[src/hdc_config.svh]
`ifndef HDC_CONFIG_SVH
`define HDC_CONFIG_SVH

// ------------------------------
// axi-lite bus
// ------------------------------
`define HDC_AXIL_ADDR_W 32
`define HDC_AXIL_DATA_W 32

// ------------------------------
// item generation
// ------------------------------
// 32-bit words per hypervector, 1 to 32
`define HDC_HV_WORDS 1
// item memory depth is 2**this
`define HDC_ITEM_ADDR_W 10
// xorshift start value, shared with the model
`define HDC_PRNG_SEED 32'd2463534242

// register byte offsets inside the 1 KB window
`define HDC_REG_MODE 10'h000
`define HDC_REG_COUNT 10'h004

`endif

[src/hdc_pkg.sv]
`include "hdc_config.svh"

package hdc_pkg;

    // ------------------------------
    // bus words
    // ------------------------------
    typedef logic [`HDC_AXIL_ADDR_W-1:0] axil_addr_t;
    typedef logic [`HDC_AXIL_DATA_W-1:0] axil_data_t;

    // ------------------------------
    // item memory side
    // ------------------------------
    typedef logic [`HDC_ITEM_ADDR_W-1:0] item_addr_t;
    // one prng output
    typedef logic [31:0] hv_word_t;
    // full vector, word 0 in the low bits
    typedef logic [`HDC_HV_WORDS*32-1:0] hv_t;
    // position of a word inside the vector
    typedef logic [4:0] word_idx_t;

    // axi-lite slave states
    typedef enum logic [2:0] {
        IDLE,
        GOT_AW,
        GOT_W,
        WRITE_RESP,
        READ_FETCH,
        READ_RESP
    } axil_state_t;

endpackage

[src/axil_slave.sv]
`timescale 1ns/10ps
`include "hdc_config.svh"

module axil_slave import hdc_pkg::*; (
    input  logic                            AXIS_ACLK,
    input  logic                            S_AXI_ARESETN,
    // write address
    input  axil_addr_t                      s_axi_awaddr,
    input  logic                            s_axi_awvalid,
    output logic                            s_axi_awready,
    // write data
    input  axil_data_t                      s_axi_wdata,
    input  logic [`HDC_AXIL_DATA_W/8-1:0]   s_axi_wstrb,
    input  logic                            s_axi_wvalid,
    output logic                            s_axi_wready,
    // write response
    output logic [1:0]                      s_axi_bresp,
    output logic                            s_axi_bvalid,
    input  logic                            s_axi_bready,
    // read address
    input  axil_addr_t                      s_axi_araddr,
    input  logic                            s_axi_arvalid,
    output logic                            s_axi_arready,
    // read data
    output axil_data_t                      s_axi_rdata,
    output logic [1:0]                      s_axi_rresp,
    output logic                            s_axi_rvalid,
    input  logic                            s_axi_rready,
    // register file side
    output logic                            reg_wr,
    output logic [7:0]                      reg_addr,
    output axil_data_t                      reg_wdata,
    output logic                            reg_rd,
    input  axil_data_t                      reg_rdata
);

    axil_state_t                    state;
    axil_state_t                    state_nxt;
    // word-aligned offsets, bits 11:10 select the window
    logic [11:2]                    wr_addr;
    logic [11:2]                    rd_addr;
    axil_data_t                     wr_data;
    logic [`HDC_AXIL_DATA_W/8-1:0]  wr_strb;
    logic                           aw_hs;
    logic                           w_hs;
    logic                           ar_hs;
    logic                           wr_enter;
    logic                           wr_hit;
    logic [11:2]                    awaddr_nxt;
    logic [`HDC_AXIL_DATA_W/8-1:0]  wstrb_nxt;

    // ------------------------------
    // channel handshakes
    // ------------------------------
    assign s_axi_awready = (state == IDLE) | (state == GOT_W);
    assign s_axi_wready = (state == IDLE) | (state == GOT_AW);
    // a pending write wins over a read in idle
    assign s_axi_arready = (state == IDLE) & ~s_axi_awvalid & ~s_axi_wvalid;
    assign s_axi_bvalid = (state == WRITE_RESP);
    assign s_axi_rvalid = (state == READ_RESP);
    // always okay
    assign s_axi_bresp = 2'b00;
    assign s_axi_rresp = 2'b00;

    assign aw_hs = s_axi_awvalid & s_axi_awready;
    assign w_hs = s_axi_wvalid & s_axi_wready;
    assign ar_hs = s_axi_arvalid & s_axi_arready;

    // both halves of the write present after this edge
    assign wr_enter = (aw_hs | (state == GOT_AW)) & (w_hs | (state == GOT_W));
    // address and strobe as they stand after this edge
    assign awaddr_nxt = aw_hs ? s_axi_awaddr[11:2] : wr_addr;
    assign wstrb_nxt = w_hs ? s_axi_wstrb : wr_strb;
    // in window and at least one byte lane enabled
    assign wr_hit = wr_enter & (awaddr_nxt[11:10] == 2'b00) & (|wstrb_nxt);

    // ------------------------------
    // state machine
    // ------------------------------
    always_comb begin
        state_nxt = state;
        case (state)
            IDLE: begin
                if (aw_hs && w_hs) begin
                    state_nxt = WRITE_RESP;
                end else if (aw_hs) begin
                    state_nxt = GOT_AW;
                end else if (w_hs) begin
                    state_nxt = GOT_W;
                end else if (ar_hs) begin
                    state_nxt = READ_FETCH;
                end
            end
            GOT_AW: begin
                if (w_hs) begin
                    state_nxt = WRITE_RESP;
                end
            end
            GOT_W: begin
                if (aw_hs) begin
                    state_nxt = WRITE_RESP;
                end
            end
            WRITE_RESP: begin
                if (s_axi_bready) begin
                    state_nxt = IDLE;
                end
            end
            // register fetch takes one cycle
            READ_FETCH: state_nxt = READ_RESP;
            READ_RESP: begin
                if (s_axi_rready) begin
                    state_nxt = IDLE;
                end
            end
            default: state_nxt = IDLE;
        endcase
    end

    always_ff @(posedge AXIS_ACLK) begin
        if (!S_AXI_ARESETN) begin
            state <= IDLE;
            reg_wr <= 1'b0;
        end else begin
            state <= state_nxt;
            // single pulse, first cycle of WRITE_RESP
            reg_wr <= wr_hit;
        end
    end

    // ------------------------------
    // address and data capture
    // ------------------------------
    always_ff @(posedge AXIS_ACLK) begin
        if (aw_hs) begin
            wr_addr <= s_axi_awaddr[11:2];
        end
        if (w_hs) begin
            wr_data <= s_axi_wdata;
            wr_strb <= s_axi_wstrb;
        end
        if (ar_hs) begin
            rd_addr <= s_axi_araddr[11:2];
        end
        // held through READ_RESP until rready
        if (state == READ_FETCH) begin
            s_axi_rdata <= reg_rdata;
        end
    end

    // out-of-window reads leave reg_rd low and fetch zero
    assign reg_rd = (state == READ_FETCH) & (rd_addr[11:10] == 2'b00);
    assign reg_addr = (state == READ_FETCH) ? rd_addr[9:2] : wr_addr[9:2];
    assign reg_wdata = wr_data;

endmodule

[src/hdc_mode_regs.sv]
`timescale 1ns/10ps
`include "hdc_config.svh"

module hdc_mode_regs import hdc_pkg::*; (
    input  logic        AXIS_ACLK,
    input  logic        S_AXI_ARESETN,
    input  logic        reg_wr,
    input  logic [7:0]  reg_addr,
    input  axil_data_t  reg_wdata,
    input  logic        reg_rd,
    output axil_data_t  reg_rdata,
    input  logic        gen_done,
    output logic        mode_gen,
    output logic        mode_run,
    output item_addr_t  item_count
);

    // byte offset rebuilt from the word offset
    logic [9:0]     byte_off;
    logic           wr_mode;
    logic           wr_count;

    assign byte_off = {reg_addr, 2'b00};
    assign wr_mode = reg_wr & (byte_off == `HDC_REG_MODE);
    assign wr_count = reg_wr & (byte_off == `HDC_REG_COUNT);

    // ------------------------------
    // register writes
    // ------------------------------
    always_ff @(posedge AXIS_ACLK) begin
        if (!S_AXI_ARESETN) begin
            mode_gen <= 1'b0;
            mode_run <= 1'b0;
            item_count <= '0;
        end else begin
            // bit 0 gen, bit 1 run
            if (wr_mode) begin
                mode_gen <= reg_wdata[0];
                mode_run <= reg_wdata[1];
            end else if (gen_done) begin
                // last item written, generation ends by itself
                mode_gen <= 1'b0;
            end
            if (wr_count) begin
                item_count <= reg_wdata[`HDC_ITEM_ADDR_W-1:0];
            end
        end
    end

    // ------------------------------
    // read mux
    // ------------------------------
    // unused bits and unmapped offsets return zero
    always_comb begin
        reg_rdata = '0;
        if (reg_rd) begin
            case (byte_off)
                `HDC_REG_MODE: reg_rdata[1:0] = {mode_run, mode_gen};
                `HDC_REG_COUNT: reg_rdata[`HDC_ITEM_ADDR_W-1:0] = item_count;
                default: reg_rdata = '0;
            endcase
        end
    end

endmodule

[src/xorshift32.sv]
`timescale 1ns/10ps
`include "hdc_config.svh"

module xorshift32 import hdc_pkg::*; (
    input  logic        AXIS_ACLK,
    input  logic        mode_gen,
    output hv_word_t    rand_word
);

    // shift-xor chain, 13 left / 17 right / 5 left
    hv_word_t   step_a;
    hv_word_t   step_b;
    hv_word_t   step_c;

    assign step_a = rand_word ^ (rand_word << 13);
    assign step_b = step_a ^ (step_a >> 17);
    assign step_c = step_b ^ (step_b << 5);

    // seed held while idle, so every run repeats the same sequence
    always_ff @(posedge AXIS_ACLK) begin
        if (!mode_gen) begin
            rand_word <= `HDC_PRNG_SEED;
        end else begin
            // one step per generation cycle
            rand_word <= step_c;
        end
    end

endmodule

[src/item_vector_gen.sv]
`timescale 1ns/10ps
`include "hdc_config.svh"

module item_vector_gen import hdc_pkg::*; (
    input  logic        AXIS_ACLK,
    input  logic        S_AXI_ARESETN,
    input  logic        mode_gen,
    input  item_addr_t  item_count,
    output logic        item_wr,
    output item_addr_t  item_addr,
    output hv_t         item_vec,
    output logic        gen_done
);

    localparam word_idx_t LAST_IDX = word_idx_t'(`HDC_HV_WORDS - 1);

    hv_word_t   rand_word;
    word_idx_t  word_idx;
    // vector complete, write strobe before mode gating
    logic       wr_q;
    logic       last_word;

    // current state of the generator, seed on the first cycle
    xorshift32 prng_inst (
        .AXIS_ACLK (AXIS_ACLK),
        .mode_gen  (mode_gen),
        .rand_word (rand_word)
    );

    assign last_word = (word_idx == LAST_IDX);

    // ------------------------------
    // word sequencer and address
    // ------------------------------
    always_ff @(posedge AXIS_ACLK) begin
        if (!S_AXI_ARESETN || !mode_gen) begin
            word_idx <= '0;
            wr_q <= 1'b0;
            item_addr <= '0;
        end else begin
            // wraps after the last word of a vector
            word_idx <= last_word ? '0 : word_idx + 1'b1;
            // strobe follows capture of the last word
            wr_q <= last_word;
            // next item address once this one is written
            if (wr_q) begin
                item_addr <= item_addr + 1'b1;
            end
        end
    end

    // ------------------------------
    // vector assembly
    // ------------------------------
    for (genvar j = 0; j < `HDC_HV_WORDS; j++) begin : g_word
        always_ff @(posedge AXIS_ACLK) begin
            // word j lands in bits j*32 upward
            if (mode_gen && word_idx == word_idx_t'(j)) begin
                item_vec[j*32 +: 32] <= rand_word;
            end
        end
    end

    // no strobe in the cycle after gen clears
    assign item_wr = wr_q & mode_gen;
    // last item is the one at address item_count
    assign gen_done = item_wr & (item_addr == item_count);

endmodule

[src/hdc_item_top.sv]
`timescale 1ns/10ps
`include "hdc_config.svh"

module hdc_item_top import hdc_pkg::*; (
    input  logic                            AXIS_ACLK,
    input  logic                            S_AXI_ARESETN,
    // axi-lite control port
    input  axil_addr_t                      s_axi_awaddr,
    input  logic                            s_axi_awvalid,
    output logic                            s_axi_awready,
    input  axil_data_t                      s_axi_wdata,
    input  logic [`HDC_AXIL_DATA_W/8-1:0]   s_axi_wstrb,
    input  logic                            s_axi_wvalid,
    output logic                            s_axi_wready,
    output logic [1:0]                      s_axi_bresp,
    output logic                            s_axi_bvalid,
    input  logic                            s_axi_bready,
    input  axil_addr_t                      s_axi_araddr,
    input  logic                            s_axi_arvalid,
    output logic                            s_axi_arready,
    output axil_data_t                      s_axi_rdata,
    output logic [1:0]                      s_axi_rresp,
    output logic                            s_axi_rvalid,
    input  logic                            s_axi_rready,
    // mode levels to the encoder cores
    output logic                            gen,
    output logic                            run,
    // item memory write port
    output logic                            item_wr,
    output item_addr_t                      item_addr,
    output hv_t                             item_vec
);

    // ------------------------------
    // internal wiring
    // ------------------------------
    logic           reg_wr;
    logic [7:0]     reg_addr;
    axil_data_t     reg_wdata;
    logic           reg_rd;
    axil_data_t     reg_rdata;
    logic           gen_done;
    item_addr_t     item_count;

    // bus handshakes to register strobes
    axil_slave axil_slave_inst (
        .AXIS_ACLK     (AXIS_ACLK),
        .S_AXI_ARESETN (S_AXI_ARESETN),
        .s_axi_awaddr  (s_axi_awaddr),
        .s_axi_awvalid (s_axi_awvalid),
        .s_axi_awready (s_axi_awready),
        .s_axi_wdata   (s_axi_wdata),
        .s_axi_wstrb   (s_axi_wstrb),
        .s_axi_wvalid  (s_axi_wvalid),
        .s_axi_wready  (s_axi_wready),
        .s_axi_bresp   (s_axi_bresp),
        .s_axi_bvalid  (s_axi_bvalid),
        .s_axi_bready  (s_axi_bready),
        .s_axi_araddr  (s_axi_araddr),
        .s_axi_arvalid (s_axi_arvalid),
        .s_axi_arready (s_axi_arready),
        .s_axi_rdata   (s_axi_rdata),
        .s_axi_rresp   (s_axi_rresp),
        .s_axi_rvalid  (s_axi_rvalid),
        .s_axi_rready  (s_axi_rready),
        .reg_wr        (reg_wr),
        .reg_addr      (reg_addr),
        .reg_wdata     (reg_wdata),
        .reg_rd        (reg_rd),
        .reg_rdata     (reg_rdata)
    );

    // mode and count registers
    hdc_mode_regs hdc_mode_regs_inst (
        .AXIS_ACLK     (AXIS_ACLK),
        .S_AXI_ARESETN (S_AXI_ARESETN),
        .reg_wr        (reg_wr),
        .reg_addr      (reg_addr),
        .reg_wdata     (reg_wdata),
        .reg_rd        (reg_rd),
        .reg_rdata     (reg_rdata),
        .gen_done      (gen_done),
        .mode_gen      (gen),
        .mode_run      (run),
        .item_count    (item_count)
    );

    // random item vectors while gen is set
    item_vector_gen item_vector_gen_inst (
        .AXIS_ACLK     (AXIS_ACLK),
        .S_AXI_ARESETN (S_AXI_ARESETN),
        .mode_gen      (gen),
        .item_count    (item_count),
        .item_wr       (item_wr),
        .item_addr     (item_addr),
        .item_vec      (item_vec),
        .gen_done      (gen_done)
    );

endmodule

[config.mk]
export PLATFORM = sky130hd
export DESIGN_NAME = hdc_item_top
export DESIGN_NICKNAME = d
export VERILOG_FILES = /design/src/hdc_pkg.sv /design/src/axil_slave.sv /design/src/hdc_mode_regs.sv /design/src/xorshift32.sv /design/src/item_vector_gen.sv /design/src/hdc_item_top.sv
export VERILOG_INCLUDE_DIRS = /design/src /design/src/src
export SDC_FILE = /design/constraint.sdc
export NUM_CORES = 1
export LEC_CHECK = 0
export BUFFER_PORTS_ARGS = -buffer_cell sky130_fd_sc_hd__buf_2
export CAP_MARGIN = 5
export CORE_ASPECT_RATIO = 1.5
export CORE_MARGIN = 5
export CORE_UTILIZATION = 57
export CTS_CLUSTER_SIZE = 24
export DETAILED_ROUTE_END_ITERATION = 8
export HOLD_SLACK_MARGIN = 0.15
export PLACE_DENSITY = 0.89
export SLEW_MARGIN = 10
export SYNTH_ARGS = -nofsm -noshare
export SYNTH_HDL_FRONTEND = slang
export SYNTH_HIERARCHICAL = 1
export SYNTH_SLANG_ARGS = --single-unit
[constraint.sdc]
create_clock -name AXIS_ACLK -period 9 [get_ports AXIS_ACLK]
set_input_delay 0 -clock AXIS_ACLK [delete_from_list [all_inputs] [get_ports AXIS_ACLK]]
set_output_delay 0 -clock AXIS_ACLK [all_outputs]
set_load 0.05 [all_outputs]
* Yosys cells after proc, flatten, opt, wreduce, memory -nomap -nowiden *
Cells that the tools add are included.

storage, ports and cells
  logic and storage cells = 84
  flip-flop bits (word level) = 162
  input port bits = 107
  output and inout port bits = 86

cells by class
  bitwise logic cells = 22
  add/subtract/negate cells = 2
  multiplexer cells = 15
  eq/ne operators = 12
  reductions and logical operators = 15

operators with widths
  kind                                                    number
  bitwise XOR 32 bit                                      2
  bitwise XOR 32 x 15 -> 32 bit                           1
  two-way mux 3 bit                                       8
  one-hot mux 3 bit (6 select lines)                      1
  AND 1 bit                                               13
  adder 10 x 1 -> 10 bit (second input constant)          1
  equality test 10 bit                                    1
  zero test 10 bit                                        1
  two-way mux 10 bit                                      1
  equality test 8 x 1 -> 1 bit (second input constant)    1
  two-way mux 8 bit                                       1
  inequality test 2 x 1 -> 1 bit (second input constant)  4
  equality test 3 x 2 -> 1 bit (second input constant)    2
  equality test 3 bit (second input constant)             2
  adder 5 x 1 -> 5 bit (second input constant)            1
  zero test 5 bit                                         1
  inequality test 5 x 2 -> 1 bit (second input constant)  1
  AND reduction 5 bit                                     1
  zero test 2 bit                                         2
  two-way mux 4 bit                                       1
  OR 1 bit                                                4
  one-hot mux 2 bit (2 select lines)                      1
  OR reduction 4 bit                                      1
  equality test 3 x 1 -> 1 bit (second input constant)    1
  other kinds (9)                                         13

* Depth between registers and ports, before layout *
  depth after elaboration = 9
  depth in mapped cells = 8
  mapped depth without buffers = 5

* By module *
Netlist, hierarchy kept.

modules (own cells, without submodules)
  module           times used  area each (µm²)  seq. area each (µm²)  cells each
  axil_slave       1           3120.5           2662.6                147
  item_vector_gen  1           1770.4           1281.2                122
  xorshift32       1           1610.3           640.6                 133
  hdc_mode_regs    1           768.2            240.2                 90

* Worst setup path after synthesis *
No wires, ideal clock.

  path type = register -> register
  start = register item_vector_gen_inst.word_idx[0]
  end = register item_vector_gen_inst.item_vec[0], enable pin
  path buffers = 0
  clock period less this slack = 2916 ps
  stages on the path, launching flop included = 5
  required time = 8579 ps
  data arrival time = 2494 ps
  library setup time = 421 ps
  slack = 6084 ps
  path through = dfxtp_1 inv_1 ha_1 or4b_2 nor2_1

on the way
  cells in the longest elaborated chain, start to end = 2

ends and longest elaborated chain
  what                             RTL line               text
  from (decl)                      item_vector_gen.sv:18  word_idx_t word_idx;
  from (signal assigned)           item_vector_gen.sv:42  word_idx <= last_word ? '0 : word_idx + 1'b1;
  zero test 5 bit                  item_vector_gen.sv:58  if (mode_gen && word_idx == word_idx_t'(j)) begin
  logical AND 1 bit                item_vector_gen.sv:58
  to (signal, indexed assignment)  item_vector_gen.sv:59  item_vec[j*32 +: 32] <= rand_word;
  to (decl)                        item_vector_gen.sv:11  output hv_t item_vec,

No other way between the ends.
A chain may end at the register's enable or synchronous reset.

* Worst setup path in the final report *
  start = register axil_slave_inst.state[2]
  end = register hdc_mode_regs_inst.item_count[3]

on the way
  cells in the longest elaborated chain, start to end = 4

ends and longest elaborated chain
  what                                    RTL line             text
  from (decl)                             axil_slave.sv:37     axil_state_t state;
  from (signal assigned)                  axil_slave.sv:125    state <= state_nxt;
  equality test 3 bit                     axil_slave.sv:153    assign reg_addr = (state == READ_FETCH) ? rd_addr[9:2] : wr_addr[9:2];
  two-way mux 8 bit                       axil_slave.sv:153
  via reg_addr[3]                         hdc_item_top.sv:38   logic [7:0] reg_addr;
  equality test 8 x 1 -> 1 bit (no line)  n/a
  AND 1 bit                               hdc_mode_regs.sv:25  assign wr_count = reg_wr & (byte_off == `HDC_REG_COUNT);
  to (signal assigned)                    hdc_mode_regs.sv:45  item_count <= reg_wdata[`HDC_ITEM_ADDR_W-1:0];
  to (decl)                               hdc_mode_regs.sv:15  output item_addr_t item_count

The timed path passes the listed nets, and every way through them passes these cells.

==> qor.csv <==
stage,metric,value,unit
route,vias,4042,
pwr,leakagePower,3.36,nW
clocking,insertion_delay,0.41,ns
min_path,hold_path_class,input port to flip-flop,
sta,layout_setup_ws,5.62,ns
sta,fin_hold_ws,0.225,ns
critical_path,crit_type,flip-flop to flip-flop,
critical_path,crit_buf_inv,1,
route,route.detailed.drc,0,
placed_design,dp_hpwl,8950,µm
route,postRouteAntennaNets,0,
floorplan,initial_core_util,57.6,%
global_route,groute.usage.overall,20.4,%
sta,rsz0062_at_grt,no,
synth,yosys_warnings,6,
critical_path,worstPathRequired,9.32,ns
critical_path,crit_family,simple AND/OR/NAND/NOR gates,
job,cap_violations,0,
sta,worst_pin_slew,1.05,ns
clocking,cts.path.max_buffers,2,
global_route,antenna_found_initial,0,
synth,syn-instance-count,470,
floorplan,io_pins,193,
critical_path,path_depth,6,
global_route,grt_max_degree,42,
critical_path,cp-end-kind,flip-flop,
route,vias_per_cell,5.02,
critical_path,slowest_delay,0.66,ns
layout,n_antenna_cell,0,
layout,syn2layout_area_growth,25.7,%
clocking,cts-buffers-inserted,17,
layout,fin_cells,805,
synth,syn-cell-area,0.00661,mm²
run_status,status,completed,
critical_path,cp-start-kind,flip-flop,
sta,skew,0.00879,ns
sta,setup_violations,0,
pwr,power_density,194,mW/mm²
pwr,ir_worst_vdd,0.132,mV
sta,hold_viol,0,
route,drt_iter0_drc,155,
layout,final_nets,752,
global_route,first_global_vias,4326,
floorplan,core_area,0.0115,mm²
placed_design,dp_slack,5.77,ns
critical_path,cp_slowest_cell,dfxtp_1,
synth,syn_area_per_cell,14.1,µm²
layout,drive_gt1_share,28.9,%
placed_design,placedCellCount,730,
sta,slew_headroom,29.8,%
sta,fin_crit_sh,37.5,%
critical_path,path_max_fanout,41,
floorplan,core.rowCount,48,
sta,slew_viol_final,0,
critical_path,arrival,3.70,ns
placed_design,gp_congestion,0.838,
floorplan,die_x,97.9,µm
min_path,hold_depth,2,
sta,fin_crit,3.38,ns
sta,tns,0,ns
global_route,grt_pass1_wl,21700,µm
route,drt-total-wl,13600,µm
route,wire_per_inst,16.9,µm
layout,final_common_cell,buf_2,
critical_path,ff2ff_path_depth,6,
clocking,h-tree-depth,4,
clocking,cts_root_buf,clkbuf_16,
floorplan,dieHeight,142,µm
clocking,clk_pin_slew_worst_paths,0.06,ns
clocking,cts_tree,built,
route,firstDrtPassIters,4,
clocking,cts.sinks,162,
critical_path,crit_path_cell_trace,nor3b_2 > buf_4 > mux2_2 > nor3_1 > nand4_1 > mux2i_1,
placed_design,port_buffers,122,
floorplan,dieArea,0.0139,mm²
layout,final_cell_mix,"122 x buf_2, 92 x edfxtp_1, 70 x dfxtp_1",
global_route,gr-total-overflow,0,
sta,fmax,0.296,GHz
[final cells by class]
type | instances | area (µm²)
flip-flops and latches | 162 | 4160
fillers | 706 | 3160
multi-input cells | 289 | 2260
repair buffers | 168 | 1060
clock buffers | 19 | 464
well taps | 150 | 188
clock inverters | 13 | 155
inverters | 4 | 15.0
[flip-flops by register name, indices dropped and copies added (netlist names)]
signal,cells
axil_slave_inst/wr_strb,4
item_vector_gen_inst/word_idx,5
axil_slave_inst/state,3
hdc_mode_regs_inst/item_count,10
axil_slave_inst/reg_wdata,10
axil_slave_inst/rd_addr,10
item_vector_gen_inst/item_addr,10
axil_slave_inst/reg_wr,1
item_vector_gen_inst/item_vec,32
item_vector_gen_inst/wr_q,1
axil_slave_inst/wr_addr,10
axil_slave_inst/s_axi_rdata,32
hdc_mode_regs_inst/mode_gen,1
hdc_mode_regs_inst/mode_run,1
item_vector_gen_inst/prng_inst/rand_word,32
[per-layer routing]
metal | global-route usage, % | up-vias | part of all wire [%]
met5 | 0 | - | 0
li1 | - | 1931 | -
met3 | 5.12 | 23 | 5.2
met4 | 8.61 | 0 | 2.3
met1 | 19.2 | 1946 | 34
met2 | 40.8 | 142 | 59
[power breakdown]
part	total (W)	internal, W	switching, W
Clock	0.000739	0.000460	0.000279
Sequential	0.000803	0.000795	0.00000843
Combinational	0.0000738	0.0000332	0.0000405
Total	0.00162	0.00129	0.000328
[metrics by stage]
step	util (%)	instance area, µm²	total power (W)
floorplan	-	6700	0.000863
global placement	63.3	7260	0.000870
detailed placement	63.3	7260	0.000874
CTS	72.4	8310	0.00162
global route	72.4	8310	0.00166
finish	72.4	8310	0.00162
[worst reg2reg max path: cells and delay by family, from the launching register on]
| kind | cells | cell delay (ns) |
|---|---|---|
| simple gates | 3 | 1.30 |
| mux | 2 | 0.83 |
| flops | 1 | 0.66 |
| buf+inv | 1 | 0.49 |
[repair_timing]
item                                   in CTS  in global routing
gates resized for setup                     0                  0
endpoints found under the hold margin      50                  0
hold buffers                               43                  0
buffers inserted                            0                  0
[worst paths after layout]
| path | from | endpoint | slack (ns) |
|---|---|---|---|
| max reg2reg | axil_slave_inst/state[2]$_SDFFE_PN0P_ | hdc_mode_regs_inst/item_count[3]$_SDFFE_PN0P_ | 5.62 |
| max | axil_slave_inst/state[2]$_SDFFE_PN0P_ | hdc_mode_regs_inst/item_count[3]$_SDFFE_PN0P_ | 5.62 |
| min | s_axi_arvalid | axil_slave_inst/rd_addr[11]$_DFFE_PP_ | 0.23 |
| min reg2reg | item_vector_gen_inst/prng_inst/rand_word[30]$_SDFF_PN0_ | item_vector_gen_inst/item_vec[30]$_DFFE_PP_ | 0.48 |
Note: power is estimated with default switching activity, not from simulation.
